`src/rtl/mcu_pkg.sv`:
```
////////////////////
// Shared widths, I/O register map and bus structs for the MCU peripherals
// Referenced by scoped name from every RTL module, compile it first
////////////////////

package mcu_pkg;

  localparam int unsigned WIDTH = 18;        // Processor word width

  typedef logic [WIDTH-1:0] word_t;          // I/O data word
  typedef logic [3:0]       io_addr_t;       // Register index in I/O space
  typedef logic [7:0]       byte_t;          // Serial data byte
  typedef logic [15:0]      baud_t;          // UART bit period in clocks
  typedef logic [3:0]       prescale_t;      // Flash sclk half-period minus one

  // Register map
  localparam io_addr_t ADDR_UART_DATA  = 4'd0;
  localparam io_addr_t ADDR_UART_STAT  = 4'd1;   // bit0 tx ready, bit1 rx full
  localparam io_addr_t ADDR_UART_RATE  = 4'd2;
  localparam io_addr_t ADDR_FLASH_DATA = 4'd3;
  localparam io_addr_t ADDR_FLASH_CTRL = 4'd4;   // bit0 ready, bit1 cs active
  localparam io_addr_t ADDR_FLASH_RATE = 4'd5;

  localparam baud_t     BAUD_RESET     = 16'd16;
  localparam prescale_t PRESCALE_RESET = 4'd0;

  // Processor request, one per clock
  typedef struct packed {
    logic     rd;        // Read strobe
    logic     wr;        // Write strobe
    io_addr_t addr;
    word_t    data;      // Write data
  } io_req_t;

  // Flash port setup
  typedef struct packed {
    logic      cs_active;   // Drives cs_n low
    prescale_t prescale;
  } flash_cfg_t;

  typedef enum logic [1:0] {
    UART_IDLE,
    UART_START,
    UART_DATA,
    UART_STOP
  } uart_state_e;

  typedef enum logic {
    SPI_IDLE,
    SPI_SHIFT
  } spi_state_e;

endpackage

```
`src/rtl/uart_rx.sv`:
```
////////////////////
// UART 8N1 receiver with a two-flop rxd synchronizer
// Raises full on a good stop bit, rd clears it
////////////////////
`timescale 1ns/10ps

module uart_rx (
  input  logic            clk,
  input  logic            rst_n,
  input  logic            rxd,       // Async serial input
  input  mcu_pkg::baud_t  baud,      // Clocks per bit
  input  logic            rd,        // Byte taken by processor
  output mcu_pkg::byte_t  rx_byte,   // Last good byte
  output logic            full       // Unread byte waiting
);

  logic                 rxd_meta;    // First sync stage
  logic                 rxd_s;       // Synchronized rxd
  mcu_pkg::uart_state_e state;
  mcu_pkg::baud_t       cnt;         // Clocks to next sample point
  logic [2:0]           bitn;        // Data bit index
  mcu_pkg::byte_t       shreg;       // Assembles LSB first
  logic                 sample;
  logic                 stop_ok;

  assign sample  = (cnt == '0);
  assign stop_ok = sample && (state == mcu_pkg::UART_STOP) && rxd_s;  // Framing good

  // Idle high so no false start bit out of reset
  always_ff @(posedge clk or negedge rst_n) begin
    if (!rst_n) begin
      rxd_meta <= 1'b1;
      rxd_s    <= 1'b1;
    end else begin
      rxd_meta <= rxd;
      rxd_s    <= rxd_meta;
    end
  end

  always_ff @(posedge clk or negedge rst_n) begin
    if (!rst_n) begin
      state <= mcu_pkg::UART_IDLE;
      cnt   <= '0;
      bitn  <= '0;
      full  <= 1'b0;
    end else begin
      case (state)
        mcu_pkg::UART_IDLE: begin
          if (!rxd_s) begin                  // Start edge seen
            state <= mcu_pkg::UART_START;
            cnt   <= baud >> 1;              // Aim for mid start bit
          end
        end
        mcu_pkg::UART_START: begin
          if (!sample) cnt <= cnt - 1'b1;
          else if (rxd_s) state <= mcu_pkg::UART_IDLE;  // Glitch, not a start bit
          else begin
            state <= mcu_pkg::UART_DATA;
            cnt   <= baud - 1'b1;
            bitn  <= '0;
          end
        end
        mcu_pkg::UART_DATA: begin
          if (!sample) cnt <= cnt - 1'b1;
          else begin
            cnt  <= baud - 1'b1;
            bitn <= bitn + 1'b1;
            if (bitn == 3'd7) state <= mcu_pkg::UART_STOP;
          end
        end
        default: begin                       // Stop bit
          if (!sample) cnt <= cnt - 1'b1;
          else state <= mcu_pkg::UART_IDLE;  // Bad stop just drops the byte
        end
      endcase
      if (stop_ok) full <= 1'b1;             // New byte wins over a read
      else if (rd) full <= 1'b0;
    end
  end

  always_ff @(posedge clk) begin
    if (sample && state == mcu_pkg::UART_DATA) shreg <= {rxd_s, shreg[7:1]};
    if (stop_ok) rx_byte <= shreg;           // Overwrites an unread byte
  end

endmodule

```
`src/rtl/uart_tx.sv`:
```
////////////////////
// UART 8N1 transmitter
// wr loads a byte while ready is high, txd drops on the next clock
////////////////////
`timescale 1ns/10ps

module uart_tx (
  input  logic            clk,
  input  logic            rst_n,
  input  mcu_pkg::baud_t  baud,      // Clocks per bit
  input  logic            wr,        // Send strobe
  input  mcu_pkg::byte_t  tx_byte,
  output logic            ready,     // Idle, next byte accepted
  output logic            txd
);

  mcu_pkg::uart_state_e state;
  mcu_pkg::baud_t       cnt;         // Clocks left in current bit
  logic [2:0]           bitn;
  logic [9:0]           frame;       // Stop, data, start; bit0 on the line
  logic                 tick;

  assign tick  = (cnt == '0);
  assign ready = (state == mcu_pkg::UART_IDLE);
  assign txd   = frame[0];

  always_ff @(posedge clk or negedge rst_n) begin
    if (!rst_n) begin
      state <= mcu_pkg::UART_IDLE;
      cnt   <= '0;
      bitn  <= '0;
      frame <= '1;                           // Line idles high
    end else begin
      case (state)
        mcu_pkg::UART_IDLE: begin
          if (wr) begin
            frame <= {1'b1, tx_byte, 1'b0};
            cnt   <= baud - 1'b1;
            state <= mcu_pkg::UART_START;
          end
        end
        mcu_pkg::UART_START: begin
          if (!tick) cnt <= cnt - 1'b1;
          else begin
            frame <= {1'b1, frame[9:1]};
            cnt   <= baud - 1'b1;
            bitn  <= '0;
            state <= mcu_pkg::UART_DATA;
          end
        end
        mcu_pkg::UART_DATA: begin
          if (!tick) cnt <= cnt - 1'b1;
          else begin
            frame <= {1'b1, frame[9:1]};     // Next bit, LSB first
            cnt   <= baud - 1'b1;
            bitn  <= bitn + 1'b1;
            if (bitn == 3'd7) state <= mcu_pkg::UART_STOP;
          end
        end
        default: begin
          if (!tick) cnt <= cnt - 1'b1;
          else begin
            frame <= {1'b1, frame[9:1]};     // All ones again
            state <= mcu_pkg::UART_IDLE;     // 10 bit periods after wr
          end
        end
      endcase
    end
  end

endmodule

```
`src/rtl/spi_flash_port.sv`:
```
////////////////////
// Single-lane SPI flash byte shifter, MSB first on qdo[0], reads qdi[1]
// sclk half-period is prescale+1 clocks, idles high
////////////////////
`timescale 1ns/10ps

module spi_flash_port (
  input  logic                 clk,
  input  logic                 rst_n,
  input  mcu_pkg::flash_cfg_t  cfg,
  input  logic                 wr,        // Start a byte transfer
  input  mcu_pkg::byte_t       tx_byte,
  output logic                 ready,     // Idle
  output mcu_pkg::byte_t       rx_byte,   // Last byte shifted in
  output logic                 sclk,
  output logic                 cs_n,
  input  logic [3:0]           qdi,
  output logic [3:0]           qdo,
  output logic [3:0]           oe         // Output enables for qdo
);

  mcu_pkg::spi_state_e state;
  mcu_pkg::prescale_t  pcnt;         // Clocks to next sclk edge
  logic [3:0]          hcnt;         // Half-period count, 16 per byte
  logic                sclk_q;
  logic                mosi;
  mcu_pkg::byte_t      tx_sr;
  mcu_pkg::byte_t      rx_sr;
  logic                half;         // sclk toggles this clock
  logic                fall;
  logic                rise;

  assign half = (state == mcu_pkg::SPI_SHIFT) && (pcnt == '0);
  assign fall = half && sclk_q;      // High going low, drive data
  assign rise = half && !sclk_q;     // Low going high, sample data

  assign ready = (state == mcu_pkg::SPI_IDLE);
  assign sclk  = sclk_q;
  assign cs_n  = ~cfg.cs_active;
  assign qdo   = {3'b000, mosi};     // Single lane only
  assign oe    = {3'b000, cfg.cs_active};

  always_ff @(posedge clk or negedge rst_n) begin
    if (!rst_n) begin
      state  <= mcu_pkg::SPI_IDLE;
      pcnt   <= '0;
      hcnt   <= '0;
      sclk_q <= 1'b1;
      mosi   <= 1'b0;
    end else begin
      case (state)
        mcu_pkg::SPI_IDLE: begin
          if (wr) begin
            state <= mcu_pkg::SPI_SHIFT;
            pcnt  <= cfg.prescale;
            hcnt  <= '0;
          end
        end
        default: begin
          if (!half) pcnt <= pcnt - 1'b1;
          else begin
            pcnt   <= cfg.prescale;
            sclk_q <= ~sclk_q;
            hcnt   <= hcnt + 1'b1;
            if (fall) mosi <= tx_sr[7];
            if (hcnt == 4'd15) state <= mcu_pkg::SPI_IDLE;  // Ends on a rising edge
          end
        end
      endcase
    end
  end

  // Shift data, loaded only when idle
  always_ff @(posedge clk) begin
    if (ready && wr) tx_sr <= tx_byte;
    else if (fall) tx_sr <= {tx_sr[6:0], 1'b0};
    if (rise) rx_sr <= {rx_sr[6:0], qdi[1]};
    if (rise && hcnt == 4'd15) rx_byte <= {rx_sr[6:0], qdi[1]};  // Eighth bit in
  end

endmodule

```
`src/rtl/io_regs.sv`:
```
////////////////////
// I/O register file: decodes processor strobes, holds UART and flash setup
// Write strobes to busy units are dropped, reads land in dout a clock later
////////////////////
`timescale 1ns/10ps

module io_regs (
  input  logic                 clk,
  input  logic                 rst_n,
  input  mcu_pkg::io_req_t     req,
  output mcu_pkg::word_t       dout,        // Held until next read
  output mcu_pkg::baud_t       baud,
  output mcu_pkg::flash_cfg_t  flash_cfg,
  output logic                 tx_wr,
  output mcu_pkg::byte_t       tx_byte,
  input  logic                 tx_ready,
  input  mcu_pkg::byte_t       rx_byte,
  input  logic                 rx_full,
  output logic                 rx_rd,
  output logic                 f_wr,
  output mcu_pkg::byte_t       f_byte,
  input  logic                 f_ready,
  input  mcu_pkg::byte_t       f_rx_byte
);

  mcu_pkg::word_t rd_data;           // Read mux output

  // Strobes to the serial units
  assign tx_wr   = req.wr && (req.addr == mcu_pkg::ADDR_UART_DATA) && tx_ready;
  assign tx_byte = req.data[7:0];
  assign rx_rd   = req.rd && (req.addr == mcu_pkg::ADDR_UART_DATA);   // Clears full
  assign f_wr    = req.wr && (req.addr == mcu_pkg::ADDR_FLASH_DATA) && f_ready;
  assign f_byte  = req.data[7:0];

  always_comb begin
    rd_data = '0;                    // Unmapped reads as zero
    case (req.addr)
      mcu_pkg::ADDR_UART_DATA:  rd_data[7:0]  = rx_byte;
      mcu_pkg::ADDR_UART_STAT:  rd_data[1:0]  = {rx_full, tx_ready};
      mcu_pkg::ADDR_UART_RATE:  rd_data[15:0] = baud;
      mcu_pkg::ADDR_FLASH_DATA: rd_data[7:0]  = f_rx_byte;
      mcu_pkg::ADDR_FLASH_CTRL: rd_data[1:0]  = {flash_cfg.cs_active, f_ready};
      mcu_pkg::ADDR_FLASH_RATE: rd_data[3:0]  = flash_cfg.prescale;
      default:                  rd_data       = '0;
    endcase
  end

  always_ff @(posedge clk or negedge rst_n) begin
    if (!rst_n) begin
      baud                <= mcu_pkg::BAUD_RESET;
      flash_cfg.cs_active <= 1'b0;
      flash_cfg.prescale  <= mcu_pkg::PRESCALE_RESET;
      dout                <= '0;
    end else begin
      if (req.wr) begin
        case (req.addr)
          mcu_pkg::ADDR_UART_RATE:  baud                <= req.data[15:0];
          mcu_pkg::ADDR_FLASH_CTRL: flash_cfg.cs_active <= req.data[0];
          mcu_pkg::ADDR_FLASH_RATE: flash_cfg.prescale  <= req.data[3:0];
          default: ;                 // Data writes go out as strobes
        endcase
      end
      if (req.rd) dout <= rd_data;
    end
  end

endmodule

```
`src/rtl/mcu_io.sv`:
```
////////////////////
// MCU peripheral top: processor I/O bus to UART and SPI flash pins
// Clock and conditioned reset come from the surrounding I/O ring
////////////////////
`timescale 1ns/10ps

module mcu_io (
  input  logic                clk,
  input  logic                rst_n,
  input  logic                io_rd,      // I/O read strobe
  input  logic                io_wr,      // I/O write strobe
  input  mcu_pkg::io_addr_t   io_addr,
  input  mcu_pkg::word_t      io_din,
  output mcu_pkg::word_t      io_dout,
  input  logic                rxd,        // Async UART input
  output logic                txd,
  output logic                sclk,       // Fclk / (2 * (prescale + 1))
  output logic                cs_n,
  input  logic [3:0]          qdi,
  output logic [3:0]          qdo,
  output logic [3:0]          oe
);

  mcu_pkg::io_req_t    req;
  mcu_pkg::baud_t      baud;
  mcu_pkg::flash_cfg_t flash_cfg;
  logic                tx_wr;
  mcu_pkg::byte_t      tx_byte;
  logic                tx_ready;
  mcu_pkg::byte_t      rx_byte;
  logic                rx_full;
  logic                rx_rd;
  logic                f_wr;
  mcu_pkg::byte_t      f_byte;
  logic                f_ready;
  mcu_pkg::byte_t      f_rx_byte;

  assign req = '{rd: io_rd, wr: io_wr, addr: io_addr, data: io_din};

  uart_rx i_uart_rx (
    .clk(clk), .rst_n(rst_n), .rxd(rxd), .baud(baud),
    .rd(rx_rd), .rx_byte(rx_byte), .full(rx_full)
  );

  io_regs i_io_regs (
    .clk(clk), .rst_n(rst_n), .req(req), .dout(io_dout),
    .baud(baud), .flash_cfg(flash_cfg),
    .tx_wr(tx_wr), .tx_byte(tx_byte), .tx_ready(tx_ready),
    .rx_byte(rx_byte), .rx_full(rx_full), .rx_rd(rx_rd),
    .f_wr(f_wr), .f_byte(f_byte), .f_ready(f_ready), .f_rx_byte(f_rx_byte)
  );

  uart_tx i_uart_tx (
    .clk(clk), .rst_n(rst_n), .baud(baud), .wr(tx_wr),
    .tx_byte(tx_byte), .ready(tx_ready), .txd(txd)
  );

  spi_flash_port i_spi_flash_port (
    .clk(clk), .rst_n(rst_n), .cfg(flash_cfg), .wr(f_wr), .tx_byte(f_byte),
    .ready(f_ready), .rx_byte(f_rx_byte), .sclk(sclk), .cs_n(cs_n),
    .qdi(qdi), .qdo(qdo), .oe(oe)
  );

endmodule

```
`config.mk`:
```
export PLATFORM = sky130hd
export DESIGN_NAME = mcu_io
export DESIGN_NICKNAME = d
export VERILOG_FILES = /design/src/rtl/mcu_pkg.sv /design/src/rtl/uart_rx.sv /design/src/rtl/uart_tx.sv /design/src/rtl/spi_flash_port.sv /design/src/rtl/io_regs.sv /design/src/rtl/mcu_io.sv
export SDC_FILE = /design/constraint.sdc
export NUM_CORES = 1
export LEC_CHECK = 0
export CAP_MARGIN = 20
export CORE_ASPECT_RATIO = 1.4
export CORE_MARGIN = 3
export CORE_UTILIZATION = 60
export DETAILED_ROUTE_END_ITERATION = 7
export DONT_BUFFER_PORTS = 1
export PLACE_DENSITY = 0.76
export SLEW_MARGIN = 20
export SYNTH_ARGS = -nofsm -noshare
export SYNTH_HDL_FRONTEND = slang
export SYNTH_SLANG_ARGS = --single-unit
```
`constraint.sdc`:
```
create_clock -name clk -period 4.12 [get_ports clk]
set_clock_uncertainty 0.15 [all_clocks]
set_input_delay 0.618 -clock clk [delete_from_list [all_inputs] [get_ports clk]]
set_output_delay 0.618 -clock clk [all_outputs]
set_load 0.05 [all_outputs]
```
# --- Yosys cells after proc, flatten, opt, wreduce, memory -nomap -nowiden ---
# Cells that the tools add are included.
totals:
  latchBits: 0
  mem_count: 0
  romBits: 0
  elab_cells: 152
  input_bits: 31
  reg_bits: 142
  ramBits: 0
  out_inout_bits: 29
op_classes:
  div_mod_pow: 0
  n_reduce_logical: 41
  multipliers: 0
  n_addsub: 7
  n_shift: 0
  bitwise_logic: 3
  eq_ne: 26
  n_mux: 51
  order_cmp: 0
op_table:
  columns: ["op", "n"]
  rows:
  - ["$mux W16", 8]
  - ["$pmux W16 S3", 1]
  - ["$sub A16 B1 Y16 const B", 3]
  - ["$logic_not A16 Y1", 2]
  - ["$pmux W16 S2", 1]
  - ["$mux W10", 3]
  - ["$mux W4", 6]
  - ["$mux W8", 3]
  - ["$mux W2", 11]
  - ["$mux W3", 5]
  - ["$ne A2 B1 Y1 const B", 7]
  - ["$reduce_and A2 Y1", 7]
  - ["$reduce_bool A2 Y1", 7]
  - ["$logic_and A1 B1 Y1", 13]
  - ["$pmux W2 S3", 2]
  - ["$pmux W2 S6", 1]
  - ["$pmux W3 S2", 2]
  - ["$pmux W4 S3", 1]
  - ["$reduce_and A5 Y1", 2]
  - ["$reduce_and A3 Y1", 3]
  - ["$eq A4 B2 Y1 const B", 2]
  - ["$eq A4 B3 Y1 const B", 2]
  - ["$logic_not A4 Y1", 2]
  - ["$pmux W2 S4", 1]
  - ["other kinds (17)", 33]

# --- Longest topological paths before layout ---
# Gate-level depths: netlist (run 1).
logic_depth:
  word_depth: 5
  ltp_mapped: 11

# --- By module ---
# From an unflattened synthesis (run 1), not the netlist that was laid out.
unflattened:
  cells_unflattened: 808
  hier_area_um2: 8205.4
by_module_without_submodules:
  columns: ["module", "cells_per_inst", "seq_area_each_um2", "area_each_um2", "n_inst"]
  rows:
  - ["uart_rx", 283, 1083.5, 2576.2, 1]
  - ["uart_tx", 252, 762.0, 2203.4, 1]
  - ["io_regs", 145, 927.1, 1904.3, 1]
  - ["spi_flash_port", 128, 967.2, 1521.5, 1]

# --- Worst setup path after synthesis (run 1) ---
# No wires, ideal clock.
synth_timing:
  kind: "flip-flop to flip-flop"
  startpoint: "register i_uart_tx.cnt[8]"
  endpoint: "register i_uart_tx.cnt[4]"
  stages_incl_launch_ff: 10
  period_less_slack_ps: 2941
  slack_ps: 1179
  path_buffers: 3
  arrival_ps: 2670
  setup_time_ps: 121
  path_cell_list: "dfrtp_1 -> or4_4 -> or3_1 -> buf_2 -> or4_1 -> buf_6 -> a21oi_4 -> buf_6 -> o21ai_1 -> a22o_1"
synth_via:
  elab_chain_cells: 3
  word_cells_on_any_way: 5
  classes_between: "1 x eq/ne; 2 x mux; 2 x reduce/logical"
synth_rtl:
  columns: ["item", "line", "rtl"]
  rows:
  - ["start, declared", "uart_tx.sv:18", "mcu_pkg::baud_t cnt;"]
  - ["start signal, assigned", "uart_tx.sv:38", "cnt <= baud - 1'b1;"]
  - ["start signal, assigned", "uart_tx.sv:43", "if (!tick) cnt <= cnt - 1'b1;"]
  - ["start signal, assigned", "uart_tx.sv:46", "cnt <= baud - 1'b1;"]
  - ["$logic_not A16 Y1 (*)", "uart_tx.sv:23", "assign tick = (cnt == '0);"]
  - ["$mux W16 / $ne A3 B3 Y1 (equally long branches)", null, null]
  - ["$pmux W16 S2 / $reduce_and A2 Y1 (equally long branches)", null, null]
# Every way passes the cells marked *; elsewhere a longest branch is shown, timed or not.
# A chain may end at the register's enable or synchronous reset.

# --- Worst setup path in the final report (run 1) ---
layout_timing:
  startpoint: "register i_uart_tx.cnt[8]"
  endpoint: "register i_uart_tx.cnt[9]"
layout_via:
  elab_chain_cells: 3
  word_cells_on_any_way: 7
  classes_between: "1 x add/sub; 1 x eq/ne; 3 x mux; 2 x reduce/logical"
layout_rtl:
  columns: ["item", "line", "rtl"]
  rows:
  - ["$sub A16 B1 Y16 / $logic_not A16 Y1 (equally long branches)", null, null]
  - ["$mux W16, or another cell as far along", "uart_tx.sv:61", "if (!tick) cnt <= cnt - 1'b1;"]
  - ["$pmux W16 S2 / $reduce_and A2 Y1 (equally long branches)", null, null]
# Parallel ways exist; a longest one is shown, timed or not. The select of a mux whose other input is x is not followed.

==> impl_metrics.tcl, run 1 <==
set metrics [dict create \
    synth_area_per_cell_sq_um 10.2 \
    fin_util_pct 67.6 \
    synth_area_leaders "dfrtp_1 30%, edfxtp_1 16%, dfstp_2 4.6%, mux2_2 4.5%, ha_1 3.0%" \
    worst_ep_required_time_ns 4.27 \
    dp_slack_ns 0.638 \
    end_kind "flop" \
    cts_buffer_depth 2 \
    tightest_slew_ns 0.999 \
    finalPower_w 0.00539 \
    dp_hpwl_um 12300 \
    ys_ff_latch 141 \
    ys_seq_area_share_pct 50.2 \
    fin_tns_setup_ns 0 \
    antenna_cells 0 \
    drive_gt1_share_pct 12.9 \
    dpl-instance-area_sq_mm 0.00746 \
    fmax_mhz 282 \
    arrival_ns 3.69 \
    detail_route.wl_per_cell_um 20.7 \
    drtIter0Drc 524 \
    synth_cells 728 \
    hold_viol 0 \
    async_flop_share_pct 72.3 \
    ys.warnings.count 0 \
    slew_headroom_pct 33.0 \
    final_nets 762 \
    p_per_area_mw_per_mm2 665 \
    die_area_sq_mm 0.0138 \
    cts_root_buf "clkbuf_16" \
    yosys.area.top_type_share_pct 29.9 \
    grt_pass1_wl_um 28700 \
    grt_antenna_before_repair 1 \
    fin_crit_sh_pct 86.0 \
    groute.usage.overall_pct 26.9 \
    io_buffers 0 \
    synth-edff-count 39 \
    gp_congestion 0.899 \
    synthXorXnorAreaFrac_pct 2.12 \
    post_cts_resized 0 \
    hold_path.class "in -> reg" \
    power_leakage_nw 3.23 \
    die_h_um 138 \
    htree_levels 4 \
    netlist_area_sq_mm 0.00745 \
    synth_ff_type "dfrtp_1" \
    fin_area_sq_mm 0.00811 \
    synth_top_family_by_area "compound AO/OA/AOI/OAI gates" \
    synth.area.mux_share_pct 7.75 \
    slowest_stage "or4_1" \
    postRouteAntennaNets 0 \
    grt-ovfl-total 0 \
    final_max_slew_viol_count 0 \
    crit_path_max_incr_delay_ns 0.75 \
    clkTransAtPathRegs_ns 0.06 \
    grt_max_degree 103 \
    vias 5835 \
    cts_tree "yes" \
    status "finished, final reports clean" \
    synth.distinct_cells 70 \
    startpoint_type "flop" \
    synth.largest_area_cell "dfrtp_1" \
    start_util_pct 62.1 \
    layout_min_cycle_time_ns 3.55 \
    fin_ws_ns 0.575 \
    setup_viol_count_final 0 \
    maxCapViolCount 0 \
    io_pins 60 \
    rows 47 \
    drc_errors 0 \
    die_w_um 100 \
    synth_adder_area_share_pct 3.02 \
    core_area_sq_mm 0.0120 \
    clkLatencyLatePin_ns 0.42 \
    cts_buffers 17 \
    fillers 856 \
    flow.area_growth_from_synthesis_pct 8.87 \
    first_pass_iters 6 \
    clock_sinks 141 \
    crit_chain "or4_4, or3_1, or4_1, a21oi_4, o32ai_1, a22o_1" \
    crit_fanout 26 \
    worstSetupPathType "reg -> reg" \
    rsz0062_at_grt "false" \
    grt_pass1_vias 5615 \
    max-vdd-ir-drop_uv 493 \
    wirelength_um 18100 \
    synth_compound_area_share_pct 16.6 \
    yosys.area_share.simple_pct 15.0 \
    routed_via_density 6.68 \
]
[metrics by stage]
step | hold slack [ns] | instances
2_1_floorplan | 0.172 | 735
3_3_place_gp | 0.177 | 839
3_5_place_dp | 0.177 | 839
4_1_cts | 0.0309 | 873
5_1_grt | 0.0294 | 873
6_report | 0.0451 | 873
[what timing repair did]
item,CTS,global route
buffers inserted,0,0
hold buffers,2,0
endpoints found under the hold margin,102,0
[sequential cells by signal, summed over array words and instances (netlist names)]
name                      count
i_io_regs.baud               16
i_io_regs.dout               16
i_uart_rx.cnt                16
i_uart_tx.cnt                16
i_uart_tx.frame               9
i_spi_flash_port.rx_byte      8
i_spi_flash_port.tx_sr        8
i_uart_rx.rx_byte             8
i_uart_rx.shreg               8
i_spi_flash_port.rx_sr        7
i_io_regs.flash_cfg           5
i_spi_flash_port.hcnt         4
i_spi_flash_port.pcnt         4
i_uart_rx.bitn                3
i_uart_tx.bitn                3
i_uart_rx.state               2
i_uart_tx.state               2
i_spi_flash_port.mosi         1
i_spi_flash_port.sclk         1
i_spi_flash_port.state        1
i_uart_rx.full                1
i_uart_rx.rxd_meta            1
i_uart_rx.rxd_s               1
[cells in the mapped netlist, types with 18 or more instances]
cell type / n
nor2_1: 60
nand3_1: 20
nor3_1: 24
edfxtp_1: 39
o21ai_0: 30
mux2_2: 30
clkbuf_1: 28
a21oi_1: 42
inv_1: 36
a22o_1: 23
nand2_1: 53
dfrtp_1: 89
ha_1: 18
[per-layer routing]
| layer | track usage, % | share of wire, % |
|---|---|---|
| met1 | 32.9 | 38 |
| met2 | 44.7 | 50 |
| met3 | 5.62 | 7.3 |
| met4 | 13.8 | 4.5 |
| met5 | 0 | 0.050 |
[where the power goes]
group	total [W]	internal (W)	switching, W
Combinational	0.00167	0.000676	0.000995
Sequential	0.00214	0.00174	0.000409
Clock	0.00157	0.000916	0.000657
Total	0.00539	0.00333	0.00206
[kinds of logic (layout without fill, tap and decap cells)]
logic type	after synthesis	after routing
and+or+nand+nor	227	227
AOI/OAI and AO/OA	186	186
DFF	141	141
buffers and inverters	87	78
muxes	50	50
adders and majority gates	18	18
xor gates and xnor gates	18	18
other	1	8
[final cells by class]
class | count | area (sq um) | area share, %
multi-input combinational | 507 | 3340 | 41.3
clock buffer | 17 | 425 | 5.25
sequential | 141 | 3740 | 46.1
timing repair buffer | 10 | 97.6 | 1.20
tap | 147 | 184 | 2.27
inverter | 36 | 135 | 1.67
clock inverter | 15 | 180 | 2.22
[layout by cell type (no fill, tap or decap), drive strengths merged, types with 4 or more instances in the layout]
master / instances
a31oi: 6
nand2b: 9
nor3: 24
conb: 8
o32ai: 6
nand3: 20
buf: 9
nor2: 60
o21ai: 46
nand4: 7
and2: 5
and3: 6
or3: 9
or4: 7
edfxtp: 39
a21o: 6
clkbuf: 17
xor2: 11
o221ai: 4
xnor2: 7
nand2: 53
o22ai: 14
nor3b: 4
nor2b: 7
nor4: 9
a21oi: 43
o31ai: 4
a22o: 23
dfstp: 13
dfrtp: 89
mux2: 31
mux2i: 17
inv: 43
ha: 18
[critical path, delay by kind of cell, from the launching register on]
kind,cells,cell delay (ns)
AND/OR/NAND/NOR,3,1.78
flip-flops,1,0.40
AO/OA/AOI/OAI,3,1.10
[final timing paths]
path                                    startpoint  depth (start not counted)               endpoint  slack (ns)
worst min-delay path                           rxd                          0     i_uart_rx.rxd_meta        0.05
max in group asynchronous                    rst_n                          2  i_spi_flash_port.sclk        2.75
worst max-delay path              i_uart_tx.cnt[8]                          6       i_uart_tx.cnt[9]        0.57
min in group asynchronous                    rst_n                          2      i_uart_rx.cnt[13]        0.63
worst max register to register    i_uart_tx.cnt[8]                          6       i_uart_tx.cnt[9]        0.57
worst min register to register  i_uart_rx.rxd_meta                          0        i_uart_rx.rxd_s        0.21
No activity file was read; power rests on OpenSTA's default activity.
==> inputs of run 2 (changes only) <==
CELL_PAD_IN_SITES_DETAIL_PLACEMENT = 2   (was default)
CELL_PAD_IN_SITES_GLOBAL_PLACEMENT = 2   (was default)
CORE_UTILIZATION = 42   (was 60)
PLACE_DENSITY = default   (was 0.76)
PLACE_DENSITY_LB_ADDON = 0.1   (was default)
==> impl_metrics.tcl, run 2 (synthesis results as in run 1) <==
set metrics [dict create \
    grt_antenna_before_repair 3 \
    final_nets 766 \
    finalPower_w 0.00546 \
    fin_crit_sh_pct 84.5 \
    tightest_slew_ns 0.874 \
    routed_via_density 5.96 \
    clkLatencyLatePin_ns 0.43 \
    wirelength_um 23400 \
    gp_congestion 0.921 \
    vias 5760 \
    arrival_ns 3.64 \
    cts_tree "yes" \
    grt-ovfl-total 0 \
    busiest_layer "met2" \
    final_max_slew_viol_count 0 \
    grt_pass1_vias 6492 \
    maxCapViolCount 0 \
    setup_viol_count_final 0 \
    grt_use_met3_pct 4.23 \
    r2r-start "i_uart_tx.cnt[8]" \
    hold_path.class "in -> async" \
    crit_path_max_incr_delay_ns 0.61 \
    end_kind "flop" \
    power_leakage_nw 3.25 \
    die_h_um 164 \
    drtIter0Drc 239 \
    worst_ep_required_time_ns 4.28 \
    fillers 1833 \
    layout_min_cycle_time_ns 3.48 \
    io_pins 60 \
    rows 57 \
    first_pass_iters 4 \
    use_met2_pct 46.2 \
    status "complete, but fails checks" \
    critical-path-top-delay-family "simple AND/OR/NAND/NOR gates" \
    die_area_sq_mm 0.0194 \
    postRouteAntennaNets 0 \
    worstSetupPathType "reg -> reg" \
    detail_route.wl_per_cell_um 24.2 \
    dp_hpwl_um 16500 \
    drive_gt1_share_pct 13.4 \
    core_area_sq_mm 0.0174 \
    final_common_cell "dfrtp_1" \
    io_buffers 0 \
    violations "negative hold slack" \
    rsz0062_at_grt "false" \
    crit_buf_inv 1 \
    start_util_pct 42.8 \
    grt_pass1_wl_um 37300 \
    cts_buffer_depth 2 \
    cts_buffers 17 \
    grt_max_degree 103 \
    hold_viol 8 \
    max-vdd-ir-drop_uv 337 \
    flow.area_growth_from_synthesis_pct 10.3 \
    fin_tns_setup_ns 0 \
    p_per_area_mw_per_mm2 665 \
    startpoint_type "flop" \
    fmax_mhz 287 \
    htree_levels 4 \
    slew_headroom_pct 41.7 \
    crit_start "i_uart_tx.cnt[8]" \
    crit_chain "or4_4, or3_1, or4_1, buf_4, mux2i_4, o21ai_1, mux2_1" \
    crit_fanout 15 \
    cts_root_buf "clkbuf_16" \
    cts_setup_buffers 0 \
    finalHoldWorstSlack_ns -0.00877 \
    slowest_stage "or4_1" \
    layout_common_cells "89 x dfrtp_1, 60 x nor2_1, 53 x nand2_1" \
    clkTransAtPathRegs_ns 0.07 \
    clock_sinks 141 \
    use_met1_pct 28.3 \
    drc_errors 0 \
    groute.usage.overall_pct 24.9 \
    die_w_um 119 \
]
[run 2: cell types whose count changed in the layout (fill, tap and decap cells not counted), sizes merged]
cell | previous run | this run
diode | 0 | 1
dlygate4sd3 | 1 | 0
bufinv | 2 | 0
clkbuf | 17 | 18
buf | 9 | 14
clkinvlp | 3 | 0
inv | 43 | 47
[run 2: power breakdown]
group          switching (W)  total (W)  internal, W
Clock               0.000704    0.00151     0.000807
Sequential          0.000436    0.00217      0.00173
Combinational        0.00107    0.00178     0.000703
[run 2: cell type report]
class	count	area (sq um)	share of cell area (%)
clock inverter	14	143	1.74
multi-input combinational	507	3340	40.7
tap	236	295	3.59
clock buffer	18	429	5.22
antenna	1	2.50	0.0305
timing repair buffer	14	125	1.52
sequential	141	3740	45.5
inverter	36	135	1.65
[run 2: final timing paths]
check                                         to  slack [ns]  cells past startpoint
max in group asynchronous  i_spi_flash_port.sclk        3.43                      1
min in group clk              i_uart_rx.rxd_meta        0.03                      0
min reg2reg                      i_uart_rx.rxd_s        0.21                      0
min                             i_uart_rx.cnt[8]      -0.009                      1
max                           i_uart_tx.state[1]        0.64                      7
max reg2reg                   i_uart_tx.state[1]        0.64                      7
[run 2: timing repair]
item	4_1_cts	5_1_grt
hold endpoints to repair	102	0
hold buffers	1	0
resized for setup	0	0
[run 2: through the flow]
step / setup WS [ns] / area, sq um / instances / util, %
floorplan: 1.18 / 7470 / 735 / -
global placement: 0.797 / 7610 / 933 / 43.7
detailed placement: 0.673 / 7610 / 933 / 43.7
CTS: 0.647 / 8210 / 966 / 47.2
global route: 0.472 / 8210 / 967 / 47.2
finish: 0.637 / 8210 / 967 / 47.2
[run 2: metal layers]
layer | vias to the layer above | wire (um)
met1 | 3003 | 9170
met5 | - | 27
li1 | 2620 | -
met2 | 88 | 12800
met3 | 45 | 693
met4 | 4 | 714
==> inputs of run 3 (changes only) <==
clock period = 3.5 ns   (was 4.12 ns; I/O delays follow)
==> impl_metrics.tcl, run 3 (synthesis results as in run 1) <==
set metrics [dict create \
    layout_common_cells "89 x dfrtp_1, 60 x nor2_1, 53 x nand2_1" \
    end_kind "flop" \
    p_comb_share_pct 32.8 \
    die_h_um 164 \
    crit_start "i_uart_rx.cnt[0]" \
    worst_ep_required_time_ns 3.67 \
    cts_tree "yes" \
    groute.usage.overall_pct 25.3 \
    clkLatencyLatePin_ns 0.43 \
    grt_pass1_wl_um 37600 \
    arrival_ns 3.37 \
    p_int_w 0.00392 \
    vias 5767 \
    instances_no_fill 973 \
    drtIter0Drc 222 \
    tightest_slew_ns 0.865 \
    flow.area_growth_from_synthesis_pct 11.5 \
    htree_levels 4 \
    pwr-share-clk_pct 28.2 \
    fin_crit_sh_pct 91.4 \
    crit_fanout 11 \
    finalHoldWorstSlack_ns 0.0346 \
    final_common_cell "dfrtp_1" \
    maxCapViolCount 0 \
    first_pass_iters 4 \
    antenna_cells 0 \
    clock_sinks 141 \
    io_buffers 0 \
    grt_pass1_vias 6454 \
    r2r-start "i_uart_rx.cnt[0]" \
    clkTransAtPathRegs_ns 0.07 \
    rows 57 \
    core_area_sq_mm 0.0174 \
    startpoint_type "flop" \
    switchingPower_w 0.00261 \
    status "finished, final reports clean" \
    io_pins 60 \
    reg2reg_depth 8 \
    rrSetupSlack_ns 0.30 \
    worstSetupPathType "reg -> reg" \
    postRouteAntennaNets 0 \
    rsz0062_at_grt "false" \
    p_per_area_mw_per_mm2 786 \
    hold_viol 0 \
    grt_antenna_before_repair 2 \
    hold_path.class "in -> reg" \
    sw_frac_of_total_pct 40.0 \
    dp_hpwl_um 16700 \
    start_util_pct 42.8 \
    slew_headroom_pct 42.0 \
    whs_path_depth 1 \
    hp-start "io_rd" \
    detail_route.wl_per_cell_um 24.5 \
    r2r-end "i_uart_rx.cnt[6]" \
    final_max_slew_viol_count 0 \
    final_nets 773 \
    gp_congestion 0.885 \
    cts_buffers 17 \
    routed_via_density 5.93 \
    fmax_mhz 313 \
    cts_buffer_depth 2 \
    drive_gt1_share_pct 14.0 \
    die_w_um 119 \
    power_frac_seq_pct 39.0 \
    die_area_sq_mm 0.0194 \
    dp_cells 938 \
    max-vdd-ir-drop_uv 403 \
    layout_min_cycle_time_ns 3.20 \
    holdPathEnd "i_io_regs.dout[0]" \
    drc_errors 0 \
    fin_tns_setup_ns 0 \
    grt-ovfl-total 0 \
    power_leakage_nw 3.29 \
    wirelength_um 23800 \
    grt_max_degree 103 \
    cts_root_buf "clkbuf_16" \
    setup_viol_count_final 0 \
]
-- run 3: area by class of cell --
type                    instances  area [sq um]
repair buffers                 21           195
clock buffers                  20           479
inverters                      36           135
fillers                      1820          9100
flip-flops and latches        141          3740
clock inverters                12           114
multi-input cells             507          3340
well taps                     236           295
-- run 3: worst max-delay path, cell delays in order (launching register included) --
cell and delay, ns:
dfrtp_1 0.43, inv_1 0.10, ha_1 0.20, or3b_2 0.54, or4_1 0.52, o31a_1 0.48, and3_1 0.23, o21a_1 0.17
a311oi_1 0.26
-- run 3: power by group through the flow --
stage                     Clock [W]  Sequential [W]  Combinational (W)
after floorplan                   0         0.00235            0.00159
after global placement            0         0.00255            0.00196
after detailed placement          0         0.00257            0.00209
after CTS                   0.00188         0.00254            0.00216
after global routing        0.00195         0.00260            0.00237
final                       0.00184         0.00254            0.00214
-- run 3: metrics by stage --
stage / area, sq um / utilization (%) / total power, W / setup slack, ns
finish: 8300 / 47.7 / 0.00653 / 0.302
floorplan: 7470 / - / 0.00395 / 0.559
CTS: 8300 / 47.7 / 0.00657 / 0.290
global placement: 7660 / 44.0 / 0.00450 / 0.430
detailed placement: 7660 / 44.0 / 0.00466 / 0.331
global route: 8300 / 47.7 / 0.00692 / 0.193
-- run 3: worst max-delay path by stage --
stage                       endpoint  slack [ns]
floorplan           i_uart_tx.cnt[4]        0.56
global placement    i_uart_rx.cnt[6]        0.43
detailed placement  i_uart_rx.cnt[6]        0.33
CTS                 i_uart_rx.cnt[6]        0.29
global route        i_uart_rx.cnt[6]        0.19
finish              i_uart_rx.cnt[6]        0.30
-- run 3: metal layers --
| metal | global-route usage (%) | up-vias | routed length (um) |
|---|---|---|---|
| met5 | 0 | - | 21 |
| met4 | 9.23 | 4 | 714 |
| met3 | 4.88 | 49 | 702 |
| met2 | 46.5 | 103 | 12900 |
| met1 | 29.2 | 2975 | 9490 |
| li1 | - | 2636 | - |
-- run 3: repair_timing --
action / CTS / global route
hold buffers: 3 / 0
hold endpoints to repair: 103 / 0
buffers inserted: 0 / 0
gates resized for setup: 0 / 0
